--- src/tag_rng.sv ---
// Module tag_rng, a free-running 32-bit Galois LFSR.

`timescale 1ns/1ps

module tag_rng (
    input  logic        clk_i,
    input  logic        arst_n_i,
    output logic [31:0] rnd_o
);

    // taps 32,22,2,1 in right-shift Galois form.
    localparam logic [31:0] TAPS = 32'h8020_0003;
    localparam logic [31:0] SEED = 32'hACE1_2468;  // any non-zero value.

    logic [31:0] lfsr_q;

    always_ff @(posedge clk_i or negedge arst_n_i) begin
        if (!arst_n_i) begin
            lfsr_q <= SEED;
        end else if (lfsr_q[0]) begin
            lfsr_q <= {1'b0, lfsr_q[31:1]} ^ TAPS;
        end else begin
            lfsr_q <= {1'b0, lfsr_q[31:1]};
        end
    end

    // maximal length, so the state never reaches zero.
    assign rnd_o = lfsr_q;

endmodule

--- config.mk ---
export PLATFORM = sky130hd
export DESIGN_NAME = tag_rng
export DESIGN_NICKNAME = d
export VERILOG_FILES = /design/src/tag_rng.sv
export SDC_FILE = /design/constraint.sdc
export NUM_CORES = 1
export LEC_CHECK = 0
export BUFFER_PORTS_ARGS = -buffer_cell sky130_fd_sc_hd__buf_2
export CAP_MARGIN = 15
export CORE_UTILIZATION = 40
export CTS_CLUSTER_DIAMETER = 150
export DETAILED_ROUTE_END_ITERATION = 10
export PLACE_DENSITY = 0.73
export SLEW_MARGIN = 30
export SYNTH_ARGS = -nofsm -noshare
export SYNTH_HDL_FRONTEND = slang
export SYNTH_SLANG_ARGS = --single-unit
--- constraint.sdc ---
create_clock -name clk_i -period 1 [get_ports clk_i]
set_input_delay 0.15 -clock clk_i [delete_from_list [all_inputs] [get_ports clk_i]]
set_output_delay 0.15 -clock clk_i [all_outputs]
set_load 0.02 [all_outputs]
==> results.tsv <==
metric	value	unit
top cells by area, synth	dfrtp_1, dfstp_2, xor2_1	
filler instances	106	
post-synth top area share	56.4	%
cell family with most CP delay	flip-flops	
post-synthesis cell count	35	
Critical Path RT	850	ps
first-pass GRT wire length	2550	µm
I/O pin cnt	34	
fraction of layout cells with a size suffix above 1	78.2	%
core region area	1960	µm²
DP HPWL	977	µm
fin crit period	1170	ps
Synth cell types	3	
CTS Buffer Depth	2	
1st-iter DRT viols	2	
die height	47.9	µm
pins over their slew limit	0	
CTS sink cnt	32	
Vias/cell	4.28	
worst min path class	primary input to asynchronous set/reset pin	
port bufs	33	
Yosys reg bits	32	
r2r startpoint	rnd_o[1]	
register area share after synthesis	96.9	%
type of origin of the critical path	flip-flop	
Root Driver	clkbuf_4	
vias post-DR	548	
final setup fails	31	
Die Area	2300	µm²
Synth Area per Inst	24.1	µm²
final clock skew	10.2	ps
final hold vios	0	
Buf/Inv on CP	1	
CTS tree	done	
crit path max-delay cell type	dfstp_2	
clock latency on the worst-skew pair	330	ps
largest net degree at the start of global routing	18	
1st-pass router iterations	2	
placer congestion estimate	0.558	
DRC Markers	0	
initial antenna violation count	0	
Final #Nets	102	
Period Utilization, post-route	117	%
wire length per cell	15.2	µm
pre-CTS WS	167	ps
CP Capture Type	primary output	
chip width	47.9	µm
Final Routed Wirelength	1940	µm
slew at the pin with the worst max-slew slack	374	ps
Worst Path Arrival	1020	ps
GRT Util Overall	19.0	%
LEAKAGE	0.805	nW
commonest non-fill, non-tap cells in the layout	buf_6, buf_4, dfrtp_1, dfstp_2, clkbuf_4	
number of flip-flops in the largest register	32	
Worst Reg-to-Reg Cells	3	
outcome	finished with violations	
Initial Utilization	43.0	%
critical-path cell list	buf_6	
Clock transition at path regs	100	ps
ANT cells	0	
Overflow after GRT	0	
yosys warns	0	
worst vdd ir	1.10	mV
unrepaired setup endpoints after global routing	true	
worst-path maximum fanout	2	
Worst Slack Setup Final	-172	ps
post-synth net total	37	
Power Density	1380	nW/µm²
Design Area, Final	1510	µm²
Area growth, synth to finish	78.8	%
Synth Cell Area	843	µm²
CP peak stage delay	570	ps
classification of the worst setup path	flip-flop to primary output	
vias in the first global route	548	
post-synth top area cell	dfrtp_1	
Slew Limit Headroom	75.1	%
Max-Cap Viols	0	
H-tree depth	2	
Crit Reg-Reg Endpoint	rnd_o[0]	
total CTS buffers	5	
reg2reg setup slack	100	ps
FMAX	853	MHz
area post-placement	1060	µm²
Placement Rows	16	
violated checks	setup timing	
antenna viol nets, final	0	
commonest non-fill, non-tap cell in the layout	buf_6	
Post-Route Setup TNS	-2060	ps
Yosys cell counts, drive strengths merged:
master	n
dfrtp	19
dfstp	13
xor2	3
cells by family (layout without fill, tap and decap cells):
family                 after synthesis  count (layout)  synth area share [%]
XOR/XNOR                             3               3                  3.12
buffers and inverters                0              66                     0
flip-flops                          32              32                  96.9
layout make-up:
type	count	area (µm²)	share of cell area [%]
clock inverters	2	10.0	0.664
multi-input cells	3	26.3	1.74
repair buffers	58	568	37.7
clock buffers	6	51.3	3.40
well taps	27	33.8	2.24
flip-flops and latches	32	818	54.3
report_power, final:
part / total (W) / internal [W] / leakage [nW] / switching (W)
clock: 0.000750 / 0.000334 / 0.0380 / 0.000416
sequential: 0.00130 / 0.00130 / 0.398 / 0
combinational: 0.0000371 / 0.0000116 / 0.369 / 0.0000255
total: 0.00208 / 0.00164 / 0.805 / 0.000442
layer usage:
metal | wire [µm] | up-vias | GRT usage [%] | share of wire [%]
li1 | - | 239 | - | -
met1 | 781 | 281 | 19.2 | 40
met2 | 1010 | 22 | 29.5 | 52
met3 | 95 | 6 | 12.1 | 4.9
met4 | 56 | 0 | 11.7 | 2.9
met5 | 0 | - | 0 | 0
how the worst max path moves through the flow:
| stage | from | endpoint | depth (start not counted) |
|---|---|---|---|
| 2_1_floorplan | rnd_o[0] | rnd_o[0] | 1 |
| 3_3_place_gp | rnd_o[21] | rnd_o[21] | 1 |
| 3_5_place_dp | rnd_o[22] | rnd_o[22] | 1 |
| 4_1_cts | rnd_o[21] | rnd_o[21] | 1 |
| 5_1_grt | rnd_o[21] | rnd_o[21] | 1 |
| 6_report | rnd_o[21] | rnd_o[21] | 1 |
metrics by stage:
step	hold WS (ps)	instances	total power [W]	utilization [%]
finish	256	128	0.00208	76.8
global route	296	128	0.00216	76.8
CTS	245	120	0.00210	73.8
detailed placement	77.6	96	0.00135	54.1
global placement	71.7	96	0.00135	54.1
floorplan	-146	35	0.00132	-
what timing repair did:
action,CTS,global route
resized for setup,65,0
cloned,0,0
pin swaps,0,0
hold buffers,1,0
setup endpoints to repair,32,32
setup buffers,15,8
hold endpoints to repair,11,0
Power figures use the tool's default switching activity.
