`src/secv_pkg.sv`:
```
// Core-side package with XLEN, tag opcodes, function unit structs and FSM states.

package secv_pkg;

    localparam int XLEN = 32;  // register width.

    // tag opcodes, values 5 to 7 are illegal.
    typedef enum logic [2:0] {
        MTAG_OP_TADR  = 3'd0,  // store tag from src2.
        MTAG_OP_TADRE = 3'd1,  // store tag encoded in src1.
        MTAG_OP_TADRR = 3'd2,  // store random tag and return it.
        MTAG_OP_TLD   = 3'd3,  // load stored tag.
        MTAG_OP_TCHK  = 3'd4   // check encoded tag against stored tag.
    } mtag_op_e;

    // request from the issuing stage.
    typedef struct packed {
        logic            ena;
        mtag_op_e        op;
        logic [XLEN-1:0] src1;
        logic [XLEN-1:0] src2;
    } funit_in_t;

    // response back to the issuing stage.
    typedef struct packed {
        logic            rdy;
        logic            err;
        logic [XLEN-1:0] res;
    } funit_out_t;

    // sequencing of a tag function unit.
    typedef enum logic [1:0] {
        FU_IDLE,  // waiting for ena.
        FU_BUS,   // bus cycle open, waiting for ack.
        FU_DONE   // rdy pulse.
    } fu_state_e;

    function automatic funit_out_t funit_out_default();
        funit_out_t rsp;
        rsp = '0;
        return rsp;
    endfunction

endpackage

```
`src/tmem_pkg.sv`:
```
// Tag memory bus package with address and data widths and request and response structs.

package tmem_pkg;

    localparam int TMEM_AW = 16;          // word address width.
    localparam int TMEM_DW = 32;          // data width.
    localparam int TMEM_SW = TMEM_DW / 8; // one select per byte.

    // master to slave.
    typedef struct packed {
        logic               cyc;
        logic               stb;
        logic               we;
        logic [TMEM_SW-1:0] sel;
        logic [TMEM_AW-1:0] adr;
        logic [TMEM_DW-1:0] dat;
    } tmem_req_t;

    // slave to master.
    typedef struct packed {
        logic               ack;
        logic [TMEM_DW-1:0] dat;
    } tmem_rsp_t;

endpackage

```
`src/mtag.sv`:
```
// Module mtag, the tag-store function unit with its FSM and bus write request.

`timescale 1ns/1ps

module mtag import secv_pkg::*; import tmem_pkg::*; #(
    parameter int TLEN        = 16,  // tag length in bits.
    parameter int GRANULARITY = 8    // granule size in bytes.
) (
    input  logic        clk_i,
    input  logic        arst_n_i,
    input  funit_in_t   fu_i,
    output funit_out_t  fu_o,
    input  logic [31:0] rnd_i,
    output tmem_req_t   tmem_req_o,
    input  tmem_rsp_t   tmem_rsp_i
);

    localparam int TPW  = TMEM_DW / TLEN;  // tags per word.
    localparam int TSEL = TLEN / 8;        // byte selects per tag.
    localparam logic [TMEM_SW-1:0] SEL_BASE = TMEM_SW'((1 << TSEL) - 1);
    localparam logic [XLEN-1:0]    ADR_MASK = {XLEN{1'b1}} >> TLEN;

    fu_state_e       state_q;
    tmem_req_t       req_q;
    logic            err_q;
    logic [XLEN-1:0] res_q;

    logic [XLEN-1:0] gran;
    logic [1:0]      slot;
    logic [TLEN-1:0] rnd_tag;
    logic [TLEN-1:0] wr_tag;
    logic            legal;

    // granule index from the untagged address bits.
    assign gran = (fu_i.src1 & ADR_MASK) / GRANULARITY;
    assign slot = 2'(gran % TPW);

    // zero is reserved, so a zero draw maps to 1.
    assign rnd_tag = (TLEN'(rnd_i) != '0) ? TLEN'(rnd_i) : TLEN'(1);

    always_comb begin
        legal  = 1'b1;
        wr_tag = '0;
        case (fu_i.op)
            MTAG_OP_TADR:  wr_tag = TLEN'(fu_i.src2);
            MTAG_OP_TADRE: wr_tag = fu_i.src1[XLEN-1 -: TLEN];
            MTAG_OP_TADRR: wr_tag = rnd_tag;
            default:       legal  = 1'b0;  // loads and checks belong to mtag_chk.
        endcase
    end

    always_ff @(posedge clk_i or negedge arst_n_i) begin
        if (!arst_n_i) begin
            state_q <= FU_IDLE;
            req_q   <= '0;
            err_q   <= 1'b0;
            res_q   <= '0;
        end else begin
            case (state_q)
                FU_IDLE: if (fu_i.ena) begin
                    err_q <= ~legal;
                    res_q <= (fu_i.op == MTAG_OP_TADRR) ? XLEN'(rnd_tag) : '0;
                    if (legal) begin
                        req_q.cyc <= 1'b1;
                        req_q.stb <= 1'b1;
                        req_q.we  <= 1'b1;
                        req_q.sel <= SEL_BASE << (slot * TSEL);
                        req_q.adr <= TMEM_AW'(gran / TPW);
                        req_q.dat <= TMEM_DW'(wr_tag) << (slot * TLEN);
                        state_q   <= FU_BUS;
                    end else begin
                        state_q <= FU_DONE;  // no bus access.
                    end
                end
                FU_BUS: if (tmem_rsp_i.ack) begin
                    req_q.cyc <= 1'b0;
                    req_q.stb <= 1'b0;
                    req_q.we  <= 1'b0;
                    state_q   <= FU_DONE;
                end
                default: state_q <= FU_IDLE;
            endcase
        end
    end

    assign tmem_req_o = req_q;

    always_comb begin
        fu_o     = funit_out_default();
        fu_o.rdy = (state_q == FU_DONE);
        fu_o.err = err_q;
        fu_o.res = res_q;
    end

endmodule

```
`config.mk`:
```
export PLATFORM = sky130hd
export DESIGN_NAME = mtag
export DESIGN_NICKNAME = d
export VERILOG_FILES = /design/src/secv_pkg.sv /design/src/tmem_pkg.sv /design/src/mtag.sv
export SDC_FILE = /design/constraint.sdc
export NUM_CORES = 1
export LEC_CHECK = 0
export ABC_AREA = 1
export BUFFER_PORTS_ARGS = -buffer_cell sky130_fd_sc_hd__clkbuf_2
export CORE_MARGIN = 2
export CORE_UTILIZATION = 41
export DETAILED_ROUTE_END_ITERATION = 16
export GPL_TIMING_DRIVEN = 0
export PLACE_DENSITY = 0.83
export SYNTH_ARGS = -nofsm -noshare
export SYNTH_HDL_FRONTEND = slang
export SYNTH_SLANG_ARGS = --single-unit
```
`constraint.sdc`:
```
create_clock -name clk_i -period 1.8 [get_ports clk_i]
set_input_delay 0.36 -clock clk_i [delete_from_list [all_inputs] [get_ports clk_i]]
set_output_delay 0.36 -clock clk_i [all_outputs]
set_load 0.02 [all_outputs]
```
==> results of run 1 <==
==> metal layers <==
| metal | track usage | wire [um] | share of wire |
|---|---|---|---|
| met3 | 0.0509 | 657 | 0.074 |
| met4 | 0.0883 | 228 | 0.026 |
| met2 | 0.364 | 4300 | 0.49 |
| met5 | 0 | 0 | 0 |
| met1 | 0.268 | 3630 | 0.41 |
==> critical path, cell delays in order, from the launching register on <==
cell,delay [ns]
dfrtp_1,0.42
nor2_2,0.19
nand2_2,0.17
nor2_8,0.20
inv_4,0.09
buf_6,0.15
buf_6,0.14
nand2_1,0.06
nand2_1,0.05
==> power by group <==
group	switching (W)	internal, W	leakage, nW	total, W
sequential	0.000188	0.00179	0.879	0.00198
clock	0.000599	0.000720	0.0982	0.00132
combinational	0.00105	0.000563	1.54	0.00162
==> placed cells by master, fill, tap and decap left out <==
master	instances
clkbuf_8	11
bufinv_16	1
nor2_4	1
o21ai_0	18
dfrtp_1	66
conb_1	20
clkbuf_4	1
nand2_2	1
nand3_1	48
nor2_2	2
inv_6	2
a21oi_1	1
nand2_4	1
nand2_1	179
a21boi_0	1
buf_6	6
clkinvlp_4	3
buf_2	4
inv_1	4
nor2_8	4
buf_4	25
inv_4	1
clkbuf_1	8
nor2_1	14
clkbuf_2	134
==> registers in the layout, indices dropped and copies added, names as in the netlist <==
| register | cells |
|---|---|
| err_q | 1 |
| res_q | 16 |
| state_q | 2 |
| tmem_req_o | 47 |
==> final timing paths <==
kind	from	endpoint	slack, ns	depth (start not counted)
worst max-delay path	state_q[0]$_DFFE_PN0P_	tmem_req_o[1]$_DFFE_PN0P_	0.20	8
worst min-delay path	arst_n_i	tmem_req_o[34]$_DFFE_PN0P_	0.16	1
worst max register to register	state_q[0]$_DFFE_PN0P_	tmem_req_o[1]$_DFFE_PN0P_	0.20	8
worst min register to register	tmem_req_o[38]$_DFFE_PN0P_	tmem_req_o[38]$_DFFE_PN0P_	0.47	2
max in group asynchronous	arst_n_i	res_q[11]$_DFFE_PN0P_	1.06	1
min in group clk_i	fu_i[36]	tmem_req_o[32]$_DFFE_PN0P_	0.22	3
==> kinds of logic (layout without fill, tap and decap cells) <==
group	count (synthesis)	count (layout)	share of synthesized area
compound gates	20	20	0.0323
buf+inv	49	200	0.106
flops	66	66	0.520
other cells	1	20	0.00118
simple gates	250	250	0.341
==> synth_stat cells <==
| master | n | area (sq um) |
|---|---|---|
| buf_2 | 4 | 20.0 |
| inv_1 | 4 | 15.0 |
| o21ai_0 | 18 | 90.1 |
| nor2_2 | 1 | 6.26 |
| nand2_4 | 1 | 11.3 |
| inv_4 | 1 | 6.26 |
| nand2_2 | 1 | 6.26 |
| a21oi_1 | 1 | 5.00 |
| nand2_1 | 179 | 672 |
| nor2_4 | 1 | 11.3 |
| buf_4 | 25 | 188 |
| nor2_1 | 15 | 56.3 |
| clkbuf_1 | 8 | 30.0 |
| conb_1 | 1 | 3.75 |
| inv_6 | 1 | 8.76 |
| nand3_1 | 48 | 240 |
| nor2_8 | 4 | 80.1 |
| a21boi_0 | 1 | 7.51 |
| buf_6 | 6 | 67.6 |
| dfrtp_1 | 66 | 1650 |
==> through the flow <==
stage	setup WS, ns	utilization	instances
after floorplan	0.343	-	405
after global placement	-0.0147	0.533	642
after detailed placement	0.102	0.533	642
after CTS	0.0926	0.561	658
after global routing	0.0509	0.561	658
final	0.197	0.561	658
==> area by class of cell <==
cell class              instances  area (sq um)
fillers                       738          3340
flip-flops and latches         66          1650
multi-input cells             290          1260
repair buffers                135           678
plain buffers                  43           305
clock buffers                  11           151
well taps                     102           128
clock inverters                 5          61.3
inverters                       6          30.0
==> key figures, run 1 <==
Outcome
  – Outcome: completed

Layout
  – Post-route cell area: about 4300 sq um
  – Layout cells sized above 1: 0.354
  – Ant diodes: 0
  – Nets: slightly below 700
  – Area Growth Syn to Fin: 34.4%

Power and ir drop
  – Pleak: 2.52 nW
  – Tot Pwr: ~0.0049 W
  – Power Density: roughly 1200 nW/um^2
  – VDD IR-drop max: between 0.4 and 0.5 mV

Critical path
  – CP Class: flip-flop to flip-flop
  – Worst EP required: 2.03 ns
  – Crit path DAT: between 1.5 and 2 ns
  – Worst-path fanout max: 10
  – Critical path startpoint category: flip-flop
  – Element type at the critical path end: flip-flop

Floorplanning
  – Die Span X: between 90 and 100 um
  – Initial core utilization: 0.418
  – Placement Rows: 32
  – Die Y-Extent: 92.0 um
  – Die area: between 8000 and 9000 sq um
  – Core area: between 7000 and 8000 sq um
  – IO Count: approximately 220

Synth
  – Post-synth cell types: 20
  – Flop and latch count out of synthesis: 66
  – Syn Area/Cell: between 8 and 9 sq um
  – Sequential-to-total area share from yosys stat: 0.520
  – Mapped Cells: 386
  – Post-Syn Area: ~3200 sq um
  – Yosys warnings: 0

Detailed routing
  – DRT Pass-1 Iters: 8
  – DR DRC count: 0
  – WL/cell: about 13 um
  – Via density: ~4.6
  – Post-route ant nets: 0
  – Starting DRC count in detailed routing: 137
  – Via count of the routed design: a little over 3000
  – Total Wirelength: roughly 9000 um

STA
  – Max Freq: just over 600 MHz
  – Relative slew slack: 0.406
  – Skew final: 0.00672 ns
  – Setup_tns: 0 ns
  – RSZ-0062 raised after global routing: false
  – Fin crit period: around 1.6 ns
  – Final hold slack: ~0.16 ns
  – Final Hold Fails: 0
  – # setup viols final: 0
  – Slew Viols, Final: 0
  – Final Cycle Share: 0.891
  – Least-Margin Pin Slew: roughly 0.9 ns

Clocking
  – CTS max path bufs: 2
  – Clock slew at reported path FFs: around 0.080 ns
  – Clock Latency Late Sink: between 0.3 and 0.4 ns
  – Post-CTS Resized: 0
  – TritonCTS clock tree: yes
  – CTS Hold Bufs: 0
  – H-tree depth: 3
  – CTS sink count: 66
  – TritonCTS buffer count: 9
  – Post-CTS setup buffer count: 0
  – Clk root buf: clkbuf_8

Global routing
  – Vias in the first global route: 2972
  – First-pass GRT wire length: about 14000 um
  – Largest net degree at the start of global routing: between 60 and 70
  – GRT Util Overall: 0.216
  – Initial antenna violation count: 0
  – Grt ovf: 0

Place
  – RePlAce Congestion: 0.875
  – Dpl hpwl: roughly 7000 um
  – Area after DPL: between 4000 and 5000 sq um
  – Port Buffers: about 140

Flow run
  – Total of max-cap violations: 0

Hold path
  – Worst Hold Class: input port to asynchronous set/reset pin
Note: power is estimated with default switching activity, not from simulation.
==> run 2: changes to the inputs <==
--- a/config.mk
+++ b/config.mk
@@ -7,8 +7,10 @@
 export LEC_CHECK = 0
 export ABC_AREA = 1
 export BUFFER_PORTS_ARGS = -buffer_cell sky130_fd_sc_hd__clkbuf_2
+export CELL_PAD_IN_SITES_DETAIL_PLACEMENT = 1
+export CELL_PAD_IN_SITES_GLOBAL_PLACEMENT = 2
 export CORE_MARGIN = 2
-export CORE_UTILIZATION = 41
+export CORE_UTILIZATION = 21
 export DETAILED_ROUTE_END_ITERATION = 16
 export GPL_TIMING_DRIVEN = 0
 export PLACE_DENSITY = 0.83
==> run 2 against run 1 <==
- routed wire length up 32%
- sequential share of layout area down 1.9 points
- worst hold slack better by 0.074 ns
- total power up 9.9%
- global-route usage down 6.8 points
- largest cell class unchanged
- highest routed layer unchanged
==> key figures, run 2 (synthesized netlist as in run 1, its figures left out) <==
Floorplanning
  – Core area: 14600 sq um (was 7610 sq um)
  – Die Span X: 127 um (was 92.0 um)
  – Placement Rows: 44 (was 32)
  – IO Count: 224 (unchanged)
  – Die Y-Extent: 127 um (was 92.0 um)
  – Die area: 16100 sq um (was 8470 sq um)
  – Initial core utilization: 0.217 (was 0.418)

Global routing
  – Vias in the first global route: 3352 (was 2972)
  – First-pass GRT wire length: 18300 um (was 14400 um)
  – Initial antenna violation count: 0 (unchanged)
  – GRT Util Overall: 0.148 (was 0.216)
  – Largest net degree at the start of global routing: 64 (was 67)
  – Grt ovf: 0 (unchanged)

Clocking
  – TritonCTS buffer count: 9 (unchanged)
  – CTS max path bufs: 2 (unchanged)
  – Clock slew at reported path FFs: 0.05 ns (was 0.08 ns)
  – Clock Latency Late Sink: 0.34 ns (about the same)
  – TritonCTS clock tree: yes (unchanged)
  – H-tree depth: 3 (unchanged)
  – Clk root buf: clkbuf_16 (was clkbuf_8)
  – CTS sink count: 66 (unchanged)

Critical path
  – CP Class: flip-flop to flip-flop (unchanged)
  – Element type at the critical path end: flip-flop (unchanged)
  – Worst-path fanout max: 10 (unchanged)
  – Worst EP required: 2.02 ns (was 2.03 ns)
  – Crit path DAT: 1.85 ns (was 1.83 ns)
  – Critical path startpoint category: flip-flop (unchanged)
  – Cell count of the worst reg-to-reg path: 8 (unchanged)

STA
  – Setup_tns: 0 ns (unchanged)
  – RSZ-0062 raised after global routing: false (unchanged)
  – Fin crit period: 1.63 ns (was 1.60 ns)
  – # setup viols final: 0 (unchanged)
  – Max Freq: 613 MHz (was 624 MHz)
  – Least-Margin Pin Slew: 0.503 ns (was 0.892 ns)
  – PnR worst setup slack: 0.169 ns (was 0.197 ns)
  – Final Hold Fails: 0 (unchanged)
  – Skew final: 0.00694 ns (was 0.00672 ns)
  – Final Cycle Share: 0.906 (was 0.891)
  – Relative slew slack: 0.664 (was 0.406)
  – Slew Viols, Final: 0 (unchanged)

Layout
  – Ant diodes: 0 (unchanged)
  – Most common cell after layout, fill and taps aside: nand2_1 (unchanged)
  – Area Growth Syn to Fin: 41.2% (was 34.4%)
  – Layout cells sized above 1: 0.348 (was 0.354)
  – Max reg flops: 47 (unchanged)
  – Most frequent cells in the layout: nand2_1, clkbuf_2, dfrtp_1 (unchanged)
  – Nets: 688 (was 686)

Place
  – Dpl hpwl: 9360 um (was 6990 um)
  – Worst slack at placement: 0.0337 ns (was 0.102 ns)
  – RePlAce Congestion: 0.785 (was 0.875)
  – Port Buffers: 135 (unchanged)

Detailed routing
  – Wl on met1: 5170 um (was 3630 um)
  – Total Wirelength: 11600 um (was 8820 um)
  – Starting DRC count in detailed routing: 131 (was 137)
  – Post-route ant nets: 0 (unchanged)
  – Top Layer Used: met4 (unchanged)
  – DR DRC count: 0 (unchanged)
  – DRT Pass-1 Iters: 4 (was 8)
  – Met3 WL: 778 um (was 657 um)
  – Via count of the routed design: 3129 (was 3048)
  – Via density: 4.22 (was 4.63)
  – Met2 Wirelength: 5580 um (was 4300 um)
  – WL/cell: 15.7 um (was 13.4 um)

Outcome
  – Outcome: completed (unchanged)

Power and ir drop
  – VDD IR-drop max: 0.401 mV (was 0.465 mV)
  – Power Density: 1200 nW/um^2 (was 1150 nW/um^2)
  – Tot Pwr: 0.00540 W (was 0.00491 W)
  – Pleak: 2.57 nW (was 2.52 nW)

Hold path
  – Worst Hold Class: input port to flip-flop (was input port to asynchronous set/reset pin)
  – Worst hold stages: 3

Flow run
  – Total of max-cap violations: 0 (unchanged)
run 2: cell types whose count changed in the layout (fill, tap and decap cells not counted), sizes merged:
cell and delta:
clkinvlp -2, dlygate4sd3 +1, inv -1, clkbuf +2, buf +1
run 2: cell type report:
| cell class | count | area [sq um] |
|---|---|---|
| Clock inverter | 2 | 37.5 |
| Timing Repair Buffer | 137 | 716 |
| Inverter | 6 | 30.0 |
| Tap cell | 184 | 230 |
| Fill cell | 1834 | 10200 |
| Sequential cell | 66 | 1650 |
| Clock buffer | 13 | 250 |
| Buffer | 43 | 305 |
| Multi-Input combinational cell | 290 | 1260 |
run 2: what timing repair did:
item                       CTS  global route
hold buffers                 1             0
setup buffers                0             0
hold endpoints to repair     3             0
setup endpoints to repair    0            32
resized for setup            0             1
run 2: worst paths after layout:
path | from | to | slack, ns
setup / recovery | state_q[0]$_DFFE_PN0P_ | tmem_req_o[35]$_DFFE_PN0P_ | 0.17
hold / removal | fu_i[43] | tmem_req_o[39]$_DFFE_PN0P_ | 0.23
setup reg to reg | state_q[0]$_DFFE_PN0P_ | tmem_req_o[35]$_DFFE_PN0P_ | 0.17
hold reg to reg | tmem_req_o[1]$_DFFE_PN0P_ | tmem_req_o[1]$_DFFE_PN0P_ | 0.48
max in group asynchronous | arst_n_i | res_q[14]$_DFFE_PN0P_ | 0.86
min in group asynchronous | arst_n_i | tmem_req_o[33]$_DFFE_PN0P_ | 0.41
run 2: power breakdown:
part	switching [W]	total (W)	internal, W
Combinational	0.00109	0.00166	0.000570
Sequential	0.000197	0.00199	0.00179
Clock	0.000648	0.00175	0.00110
Total	0.00193	0.00540	0.00347
run 2: layer usage:
layer | vias up | GRT usage
li1 | 1507 | -
met1 | 1481 | 0.183
met2 | 130 | 0.247
met3 | 11 | 0.0519
met4 | 0 | 0.0381
met5 | - | 0
run 2: metrics by stage:
| step | instance area, sq um | utilization | hold WS (ns) | instances |
|---|---|---|---|---|
| detailed placement | 4180 | 0.286 | 0.200 | 725 |
| finish | 4480 | 0.306 | 0.234 | 741 |
| floorplan | 3250 | - | 0.0644 | 405 |
| global route | 4480 | 0.306 | 0.224 | 741 |
| global placement | 4150 | 0.284 | 0.453 | 724 |
| CTS | 4480 | 0.306 | 0.220 | 741 |
run 2: worst max-delay path: stages (launching register included):
cell and delay (ns):
dfrtp_1 0.41, nor2_2 0.18, nand2_2 0.17, nor2_8 0.23, inv_4 0.10, buf_6 0.16
buf_6 0.14, nand2_1 0.06, nand2_1 0.05
