===== src/tmem_pkg.sv =====
// Tag memory bus package with address and data widths and request and response structs.

package tmem_pkg;

    localparam int TMEM_AW = 16;          // word address width.
    localparam int TMEM_DW = 32;          // data width.
    localparam int TMEM_SW = TMEM_DW / 8; // one select per byte.

    // master to slave.
    typedef struct packed {
        logic               cyc;
        logic               stb;
        logic               we;
        logic [TMEM_SW-1:0] sel;
        logic [TMEM_AW-1:0] adr;
        logic [TMEM_DW-1:0] dat;
    } tmem_req_t;

    // slave to master.
    typedef struct packed {
        logic               ack;
        logic [TMEM_DW-1:0] dat;
    } tmem_rsp_t;

endpackage


===== src/tmem_arbiter.sv =====
// Module tmem_arbiter, a two-master round-robin arbiter with bus locking.

`timescale 1ns/1ps

module tmem_arbiter import tmem_pkg::*; (
    input  logic      clk_i,
    input  logic      arst_n_i,
    input  tmem_req_t m0_req_i,
    input  tmem_req_t m1_req_i,
    output tmem_rsp_t m0_rsp_o,
    output tmem_rsp_t m1_rsp_o,
    output tmem_req_t s_req_o,
    input  tmem_rsp_t s_rsp_i
);

    logic locked_q;  // owner held cyc in the last cycle.
    logic owner_q;   // master that owns the bus while locked.
    logic last_q;    // winner of the latest fresh arbitration.
    logic gnt;
    logic gnt_vld;
    logic hold;

    assign hold    = locked_q && (owner_q ? m1_req_i.cyc : m0_req_i.cyc);
    assign gnt_vld = m0_req_i.cyc | m1_req_i.cyc;

    always_comb begin
        if (hold) begin
            gnt = owner_q;  // bus stays locked for the whole cycle.
        end else if (m0_req_i.cyc && m1_req_i.cyc) begin
            gnt = ~last_q;  // both want it, the other one's turn.
        end else begin
            gnt = m1_req_i.cyc;
        end
    end

    always_ff @(posedge clk_i or negedge arst_n_i) begin
        if (!arst_n_i) begin
            locked_q <= 1'b0;
            owner_q  <= 1'b0;
            last_q   <= 1'b1;  // m0 wins the first tie.
        end else begin
            locked_q <= gnt_vld;
            owner_q  <= gnt;
            if (gnt_vld && !hold) last_q <= gnt;
        end
    end

    always_comb begin
        s_req_o  = '0;
        m0_rsp_o = '0;
        m1_rsp_o = '0;
        if (gnt_vld) begin
            s_req_o = gnt ? m1_req_i : m0_req_i;
            if (gnt) m1_rsp_o = s_rsp_i;
            else     m0_rsp_o = s_rsp_i;
        end
    end

endmodule


===== config.mk =====
export PLATFORM = sky130hd
export DESIGN_NAME = tmem_arbiter
export DESIGN_NICKNAME = d
export VERILOG_FILES = /design/src/tmem_pkg.sv /design/src/tmem_arbiter.sv
export SDC_FILE = /design/constraint.sdc
export NUM_CORES = 1
export LEC_CHECK = 0
export BUFFER_PORTS_ARGS = -buffer_cell sky130_fd_sc_hd__buf_4
export CELL_PAD_IN_SITES_DETAIL_PLACEMENT = 1
export CELL_PAD_IN_SITES_GLOBAL_PLACEMENT = 2
export CORE_ASPECT_RATIO = 1.75
export CORE_MARGIN = 3
export CORE_UTILIZATION = 10
export CTS_CLUSTER_DIAMETER = 50
export DETAILED_ROUTE_END_ITERATION = 10
export GPL_TIMING_DRIVEN = 0
export PLACE_DENSITY_LB_ADDON = 0.25
export SLEW_MARGIN = 20
export SYNTH_ARGS = -nofsm -noshare
export SYNTH_HDL_FRONTEND = slang
export SYNTH_SLANG_ARGS = --single-unit

===== constraint.sdc =====
create_clock -name clk_i -period 2 [get_ports clk_i]
set_input_delay 0.2 -clock clk_i [delete_from_list [all_inputs] [get_ports clk_i]]
set_output_delay 0.2 -clock clk_i [all_outputs]
set_load 0.03 [all_outputs]

==> results of run 1 <==
[worst max-delay path, delay by kind of cell (launching register included)]
family / cells / cell delay [ns]
AO/OA/AOI/OAI: 2 / 0.51
buffers and inverters: 3 / 0.43
AND/OR/NAND/NOR: 1 / 0.07
flip-flops: 1 / 0.55
[report_power, final]
group          total (W)  internal (W)  switching [W]  leakage, nW
logic            0.00152      0.000699       0.000823         2.10
registers      0.0000808     0.0000722     0.00000859       0.0331
clock network   0.000322      0.000263      0.0000581       0.0382
total            0.00192       0.00103       0.000889         2.17
[routing by layer]
layer  track usage  vias to the layer above
met1         0.137                     1351
met5             0                        -
li1              -                     1355
met3        0.0272                       16
met4        0.0343                        0
met2         0.277                      167
[cell families after synthesis]
group                     Yosys count  synth area share
AOI/OAI and AO/OA                  91             0.529
xor gates and xnor gates            1           0.00620
buffers and inverters              38             0.147
DFF                                 3            0.0540
and+or+nand+nor                    72             0.264
[synth_stat cells]
library cell	count	area share
or2_2	1	0.0044
a21oi_1	34	0.12
a32o_1	54	0.38
nor2b_1	1	0.0044
dfstp_2	1	0.019
buf_6	6	0.048
xor2_1	1	0.0062
a221oi_1	1	0.0062
a31oi_4	1	0.015
buf_2	13	0.046
buf_4	1	0.0053
dfrtp_1	2	0.035
a21o_1	1	0.0053
and2_1	1	0.0044
nand2b_4	1	0.0097
inv_1	1	0.0027
nand2b_1	1	0.0044
clkbuf_1	17	0.045
and3_1	33	0.15
nand2_1	34	0.090
[registers in the layout, indices dropped and copies added (netlist names)]
signal	count
owner_q	1
locked_q	1
last_q	1
[cell type report]
| cell class | instances | area [sq um] | area share |
|---|---|---|---|
| multi-input cells | 164 | 1240 | 0.306 |
| inverters | 1 | 3.75 | 0.000923 |
| flip-flops and latches | 3 | 76.3 | 0.0188 |
| repair buffers | 266 | 2210 | 0.543 |
| well taps | 174 | 218 | 0.0535 |
| clock buffers | 4 | 78.8 | 0.0194 |
| plain buffers | 37 | 238 | 0.0585 |
[per-stage QoR]
stage | area [sq um] | power (W)
3_3_place_gp | 3610 | 0.00146
6_report | 4070 | 0.00192
5_1_grt | 4070 | 0.00203
4_1_cts | 3770 | 0.00183
2_1_floorplan | 1410 | 0.000835
3_5_place_dp | 3610 | 0.00147
[final timing paths]
kind                               endpoint  cells past startpoint  slack [ns]    startpoint
worst max-delay path            s_req_o[21]                      6        0.02        last_q
worst min-delay path                 last_q                      2        0.16  m0_req_i[54]
worst max register to register      owner_q                      4        0.61        last_q
worst min register to register       last_q                      1        0.49       owner_q
max in group asynchronous            last_q                      2        1.49      arst_n_i
min in group asynchronous          locked_q                      2        0.33      arst_n_i
[repair_timing]
action,in CTS,in global routing
endpoints found under the setup margin,93,108
pin swaps,2,1
gates resized for setup,15,101
endpoints found under the hold margin,3,0
buffers inserted,1,0
hold buffers,1,0
==> metrics.yaml, run 1 <==
grt_max_degree: 12
top_layer: "met4"
clock_skew_ns: 0.000582
clk_pin_slew_ns: 0.03
setup_violations: 0
syn_to_final_growth_pct: 188
max_stage_delay_ns: 0.55
tritoncts: "built"
clock-root-buffer: "clkbuf_16"
grt-ovfl-total: 0
diodes: 0
yosysWarnings: 0
ys_types: 20
slew_violations: 0
numClockSinks: 3
htreeDepth: 1
initial_core_util: 0.104
cts_made_buffers: 3
vias: 2889
die_area_sq_um: 15700
viasPerCell: 4.45
drt_iter0_markers: 54
track_usage: 0.137
power_density_nw_per_um2: 473
nets: 621
status: "finished, final reports clean"
wl_per_cell_microns: 18.3
core_area_sq_um: 13600
finalCritPeriodShare: 0.992
portBuffers: 264
drive_above_1_share: 0.705
ys_ff_latch: 3
firstDrtPassIters: 4
hold_path.class: "in -> reg"
met3RoutedLength_microns: 1070
setup_ws_ns: 0.0155
cp-end-kind: "output pin"
worstSetupStartpointType: "register"
rows: 56
tns_ns: 0
rsz0062_at_grt: "true"
cp_slowest_cell: "dfstp_2"
crit_chain: "nand2b_4, a21o_4, buf_12, buf_8, a32o_2, buf_6"
clkLatencyLatePin_ns: 0.22
grt_antenna_before_repair: 0
route.met2.wl_microns: 6740
synth_cells: 205
drc_errors: 0
drv_cap: 0
antenna_left: 0
dieWidth_microns: 95.9
post-place-ws_ns: 0.0692
grt_pass1_vias: 3159
io_pins: 266
whs_ns: 0.163
fmax_mhz: 504
syn-mean-instance-area_sq_um: 6.90
fillCellCount: 1681
clock_path_buffers: 2
ys_seq_area_frac: 0.0540
syn_area_sq_um: 1410
path_class: "reg -> out"
required_ns: 1.80
place_hpwl_microns: 9920
wirelength_microns: 11900
fin_util: 0.299
fin_cells: 649
post-place-cells: 643
ir_worst_vdd_v: 0.000177
relSlewSlack: 0.584
mostFrequentLayoutCells: "buf_4, buf_6, nand2_1"
leakage_nw: 2.17
synth_nets: 350
m1WireLength_microns: 3810
routabilityCongestion: 0.735
hold_violations: 0
layout_commonest_cell: "buf_4"
tightest_slew_ns: 0.624
worstPathArrival_ns: 1.78
period_needed_ns: 1.98
grt_pass1_wl_microns: 16900
critPathMaxFanout: 10
die_y_microns: 163
Power figures use the tool's default switching activity.
==> run 2, diff against run 1 <==
- ABC_AREA: default -> 1
- CORE_UTILIZATION: 10 -> 11
- REMOVE_ABC_BUFFERS: default -> 1
- SKIP_CTS_REPAIR_TIMING: default -> 1
==> metrics.yaml, run 2 <==
rsz0062_at_grt: "true"
clkLatencyLatePin_ns: 0.23  # about the same
dpl-instance-area_sq_um: 4030  # +12%
p_seq_frac: 0.031  # -0.011
tritoncts: "built"
ys_ff_latch: 3  # unchanged
vias: 3592  # +24%
ir_worst_vdd_v: 0.000232  # +31%
synth_top_area_cell: "nor2_1"
firstDrtPassIters: 4  # unchanged
ys_types: 17  # -15%
path_class: "reg -> out"
ys_top_cells_by_area: "nor2_1, inv_1, nand3_1"
drt_iter0_markers: 85  # +57%
drive_above_1_share: 0.462  # -0.243
whs_ns: 0.330  # +0.167 ns
place_hpwl_microns: 9870  # -0.43%
grt_pass1_wl_microns: 18800  # +11%
grt-ovfl-total: 0  # unchanged
clk_pin_slew_ns: 0.03  # about the same
slew_violations: 0  # unchanged
setup_violations: 0  # unchanged
required_ns: 1.80  # about the same
syn_to_final_growth_pct: 144
syn_area_sq_um: 1890  # +34%
numClockSinks: 3  # unchanged
die_y_microns: 180  # +10%
synthMostInstantiatedCell: "nor2_1"
clock_skew_ns: 0.00593  # +0.00535 ns
nets: 836  # +35%
wl_per_cell_microns: 16.5  # -9.5%
worstPathArrival_ns: 1.78  # about the same
wirelength_microns: 15100  # +27%
period_needed_ns: 1.98  # -0.00226 ns
critPathMaxFanout: 16  # +6
fillCellCount: 2184  # +30%
grt_pass1_vias: 3617  # +14%
drv_cap: 0  # unchanged
worstSetupStartpointType: "register"
track_usage: 0.121  # -0.0164
core_area_sq_um: 16700  # +23%
post-place-cells: 883  # +37%
grt_max_degree: 66  # +54
relSlewSlack: 0.803  # +0.219
synth_top_area_frac: 0.279  # -0.103
clkPwrFrac: 0.108  # -0.059
rows: 62  # +11%
hold_path.class: "in -> async"
dieWidth_microns: 105  # +9.7%
status: "finished, final reports clean"
power_frac_comb: 0.861  # +0.070
post-route-cell-area_sq_um: 4620  # +14%
cts_made_buffers: 3  # unchanged
p_sw_w: 0.00168  # +89%
viasPerCell: 3.93  # -12%
ys_seq_area_frac: 0.0403  # -0.0137
ff_latch_area_sq_um: 78.8  # +3.3%
reg_top3: "last_q: 1 flops, locked_q: 1 flops, owner_q: 1 flops"
yosys-top-cells-count: "nor2_1, inv_1, nand2_1"
routabilityCongestion: 0.680  # -7.5%
power.internal_w: 0.00136  # +32%
drc_errors: 0  # unchanged
synth-edff-count: 0  # unchanged
power_density_nw_per_um2: 659  # +39%
htreeDepth: 1  # unchanged
cp-end-kind: "output pin"
fmax_mhz: 504  # +0.11%
clock-root-buffer: "clkbuf_16"
antenna_left: 0  # unchanged
grt_antenna_before_repair: 0  # unchanged
finalCritPeriodShare: 0.991  # -0.00113
die_area_sq_um: 18900  # +21%
initial_core_util: 0.114  # +0.00957
syn-mean-instance-area_sq_um: 4.47  # -35%
hold_violations: 0  # unchanged
synth_cells: 424  # +110%
async_reset_ff_frac: 1.00  # unchanged
fin_cells: 914  # +41%
clock_path_buffers: 2  # unchanged
portBuffers: 265  # +0.38%
switching_share: 0.553  # +0.0904
ys.flop_type: "dfrtp_1"
io_pins: 266  # unchanged
leakage_nw: 2.81  # +30%
layout_commonest_cell: "buf_4"
multi_input_area_sq_um: 1480  # +19%
power_w: 0.00304  # +58%
tightest_slew_ns: 0.296  # -0.328 ns
yosysWarnings: 0  # unchanged
mostFrequentLayoutCells: "buf_4, nor2_1, inv_1"
diodes: 0  # unchanged
==> run 2: cell count changes after synthesis, moves of 4 or more <==
cell / delta
nor2_1: +141
inv_1: +89
nand3_1: +55
a32o_1: -54
a21oi_1: -34
and3_1: -33
nor3_1: +33
nand2_1: +26
clkbuf_1: -9
buf_6: +4
==> run 2: critical path, stage by stage (launching register included) <==
cell,delay [ns]
dfrtp_2,0.45
nand2_2,0.13
nand3_4,0.18
nand2_8,0.15
nand2_8,0.11
clkbuf_16,0.20
nor2_1,0.14
buf_4,0.19
==> run 2: kinds of logic (layout without fill, tap and decap cells) <==
logic type,Yosys count,after routing,share of synthesized area
AOI/OAI and AO/OA,1,1,0.00462
DFF,3,3,0.0403
and+or+nand+nor,295,302,0.653
buffers and inverters,125,384,0.303
==> run 2: layout make-up <==
cell class | instances | area share
clock buffer | 4 | 0.0171
inverter | 92 | 0.0753
multi-input combinational | 303 | 0.320
sequential | 3 | 0.0171
tap | 224 | 0.0607
timing repair buffer | 288 | 0.509
==> run 2: worst paths after layout <==
path / startpoint / cells past startpoint / endpoint / slack (ns)
max: owner_q / 7 / m1_rsp_o[6] / 0.02
min: arst_n_i / 2 / owner_q / 0.33
max reg2reg: owner_q / 4 / owner_q / 0.75
min reg2reg: last_q / 2 / last_q / 0.49
max in group asynchronous: arst_n_i / 2 / last_q / 1.48
min in group clk_i: last_q / 2 / last_q / 0.49
==> run 2: through the flow <==
stage,setup TNS (ns),util,setup WS [ns]
6_report,0,0.277,0.0177
5_1_grt,-1.37,0.277,-0.0454
3_5_place_dp,-45.98,0.242,-1.09
4_1_cts,-71.49,0.247,-1.36
2_1_floorplan,-53.60,-,-0.928
3_3_place_gp,-176.86,0.236,-1.97
==> run 2: power groups by stage <==
| stage | Combinational [W] | Clock, W | Sequential [W] |
|---|---|---|---|
| 2_1_floorplan | 0.00127 | 0 | 0.0000814 |
| 3_3_place_gp | 0.00222 | 0 | 0.0000825 |
| 3_5_place_dp | 0.00225 | 0 | 0.0000862 |
| 4_1_cts | 0.00226 | 0.000327 | 0.0000858 |
| 5_1_grt | 0.00281 | 0.000339 | 0.0000947 |
| 6_report | 0.00262 | 0.000330 | 0.0000932 |
==> run 2: metal layers <==
metal	wire, microns	share of wire	GRT usage	vias to the layer above
li1	-	-	-	1790
met1	5000	0.33	0.110	1635
met2	8960	0.59	0.264	157
met3	1010	0.067	0.0284	10
met4	141	0.0093	0.0110	0
met5	0	0	0	-
==> run 3, diff against run 2 <==
- CELL_PAD_IN_SITES_DETAIL_PLACEMENT: 1 -> default
- CELL_PAD_IN_SITES_GLOBAL_PLACEMENT: 2 -> default
- CORE_AREA: default -> 3 3 104 106
- CORE_ASPECT_RATIO: 1.75 -> default
- CORE_MARGIN: 3 -> default
- CORE_UTILIZATION: 11 -> default
- DIE_AREA: default -> 0 0 107 109
==> metrics.yaml, run 3 (synthesis gave the netlist of run 2 again) <==
p_sw_w: 0.00157  # -7.0%
core_area_sq_um: 9860  # -41%
drc_errors: 0  # unchanged
rows: 36  # -42%
clkPwrFrac: 0.064  # -0.044
drive_above_1_share: 0.462  # about the same
firstDrtPassIters: 4  # unchanged
setup_ws_ns: 0.0550  # +0.0373 ns
fin_cells: 817  # -11%
clock_path_buffers: 2  # unchanged
tightest_slew_ns: 0.737  # +0.442 ns
place_hpwl_microns: 7940  # -20%
antenna_left: 0  # unchanged
ir_worst_vdd_v: 0.000244  # +5.1%
leakage_nw: 2.74  # -2.4%
mostFrequentLayoutCells: "buf_4, nor2_1, inv_1"
clkLatencyLatePin_ns: 0.22  # about the same
drt_iter0_markers: 212  # +150%
hold_path.class: "in -> async"
tns_ns: 0  # unchanged
cts_made_buffers: 3  # unchanged
diodes: 0  # unchanged
cp_slowest_cell: "dfrtp_2"
die_area_sq_um: 11700  # -38%
track_usage: 0.152  # +0.0309
layout_commonest_cell: "buf_4"
die_y_microns: 109  # -39%
wirelength_microns: 12100  # -20%
tritoncts: "built"
clock_skew_ns: 0.000636  # -0.00529 ns
portBuffers: 265  # unchanged
grt_pass1_vias: 3044  # -16%
worstSetupStartpointType: "register"
crit_buf_inv: 2  # unchanged
power_density_nw_per_um2: 634  # -3.9%
power.internal_w: 0.00118  # -14%
routabilityCongestion: 0.801  # +18%
post-place-cells: 791  # -10%
worstPathArrival_ns: 1.74  # -0.04 ns
reg_top3: "last_q: 1 flops, locked_q: 1 flops, owner_q: 1 flops"
numClockSinks: 3  # unchanged
nets: 830  # -0.72%
io_pins: 266  # unchanged
clock-root-buffer: "clkbuf_8"
grt_max_degree: 57  # -14%
finalCritPeriodShare: 0.972  # -0.0186
wl_per_cell_microns: 14.8  # -10%
hold_violations: 0  # unchanged
relSlewSlack: 0.508  # -0.295
cp-end-kind: "output pin"
drv_cap: 0  # unchanged
grt_pass1_wl_microns: 14700  # -22%
slew_violations: 0  # unchanged
syn_to_final_growth_pct: 128
switching_share: 0.571  # +0.0184
clk_pin_slew_ns: 0.03  # about the same
period_needed_ns: 1.94  # -0.0373 ns
power_w: 0.00274  # -9.9%
post-place-ws_ns: -0.823  # +0.268 ns
grt-ovfl-total: 0  # unchanged
fmax_mhz: 514  # +1.9%
vias: 3524  # -1.9%
htreeDepth: 1  # unchanged
crit_chain: "nand4_1, nand2_8, clkbuf_16, nor2_2, nor2_1, buf_4"
grt_antenna_before_repair: 0  # unchanged
p_seq_frac: 0.033  # +0.002
power_frac_comb: 0.903  # +0.042
setup_violations: 0  # unchanged
initial_core_util: 0.192  # +0.0785
crit_family: "simple AND/OR/NAND/NOR gates"
critPathMaxFanout: 28  # +12
dieWidth_microns: 107  # +1.7%
status: "finished, final reports clean"
required_ns: 1.80  # about the same
fin_util: 0.439  # +0.162
path_class: "reg -> out"
max_stage_delay_ns: 0.49  # +0.04 ns
viasPerCell: 4.31  # +9.8%
==> run 3: cell types whose count changed in the layout (fill, tap and decap cells not counted), moves of 2 or more <==
cell,change
nor2_2,+4
buf_12,-2
clkbuf_16,-4
nand3_4,-2
buf_6,-3
nor2_1,-3
clkbuf_8,+3
==> run 3: per-layer routing <==
metal,GRT usage,wire length (microns)
met1,0.172,4700
met5,0,0
met4,0.0347,153
met2,0.289,6170
met3,0.0337,1080
==> run 3: power by group through the flow <==
stage	Combinational, W	Sequential (W)	Clock [W]
after floorplan	0.00127	0.0000814	0
after global placement	0.00216	0.0000823	0
after detailed placement	0.00218	0.0000852	0
after CTS	0.00218	0.0000845	0.000181
after global routing	0.00266	0.0000922	0.000185
final	0.00248	0.0000907	0.000175
==> run 3: path summary, 6_finish.rpt <==
| kind | startpoint | endpoint | slack (ns) | cells after the start |
|---|---|---|---|---|
| setup / recovery | locked_q | s_req_o[6] | 0.06 | 6 |
| hold reg to reg | last_q | last_q | 0.49 | 2 |
| hold / removal | arst_n_i | locked_q | 0.33 | 2 |
| max in group asynchronous | arst_n_i | last_q | 1.48 | 2 |
| min in group clk_i | last_q | last_q | 0.49 | 2 |
| setup reg to reg | locked_q | last_q | 0.79 | 4 |
==> run 3: area by class of cell <==
class                   instances  area, sq um
fillers                      1048         5540
well taps                     133          166
clock buffers                   4         45.0
repair buffers                282         2230
multi-input cells             303         1460
flip-flops and latches          3         78.8
inverters                      92          345
==> run 3: stage by stage <==
step | area [sq um] | hold WS [ns]
3_5_place_dp | 3880 | -0.00855
4_1_cts | 3930 | -0.237
3_3_place_gp | 3820 | -0.0117
6_report | 4330 | 0.328
2_1_floorplan | 1670 | -0.0956
5_1_grt | 4330 | 0.349
==> run 3: worst reg2reg max path: stages, from the launching register on <==
cell and delay (ns):
dfrtp_2 0.49, nand3_4 0.20, buf_12 0.19, nand2_4 0.17, nand2_1 0.08
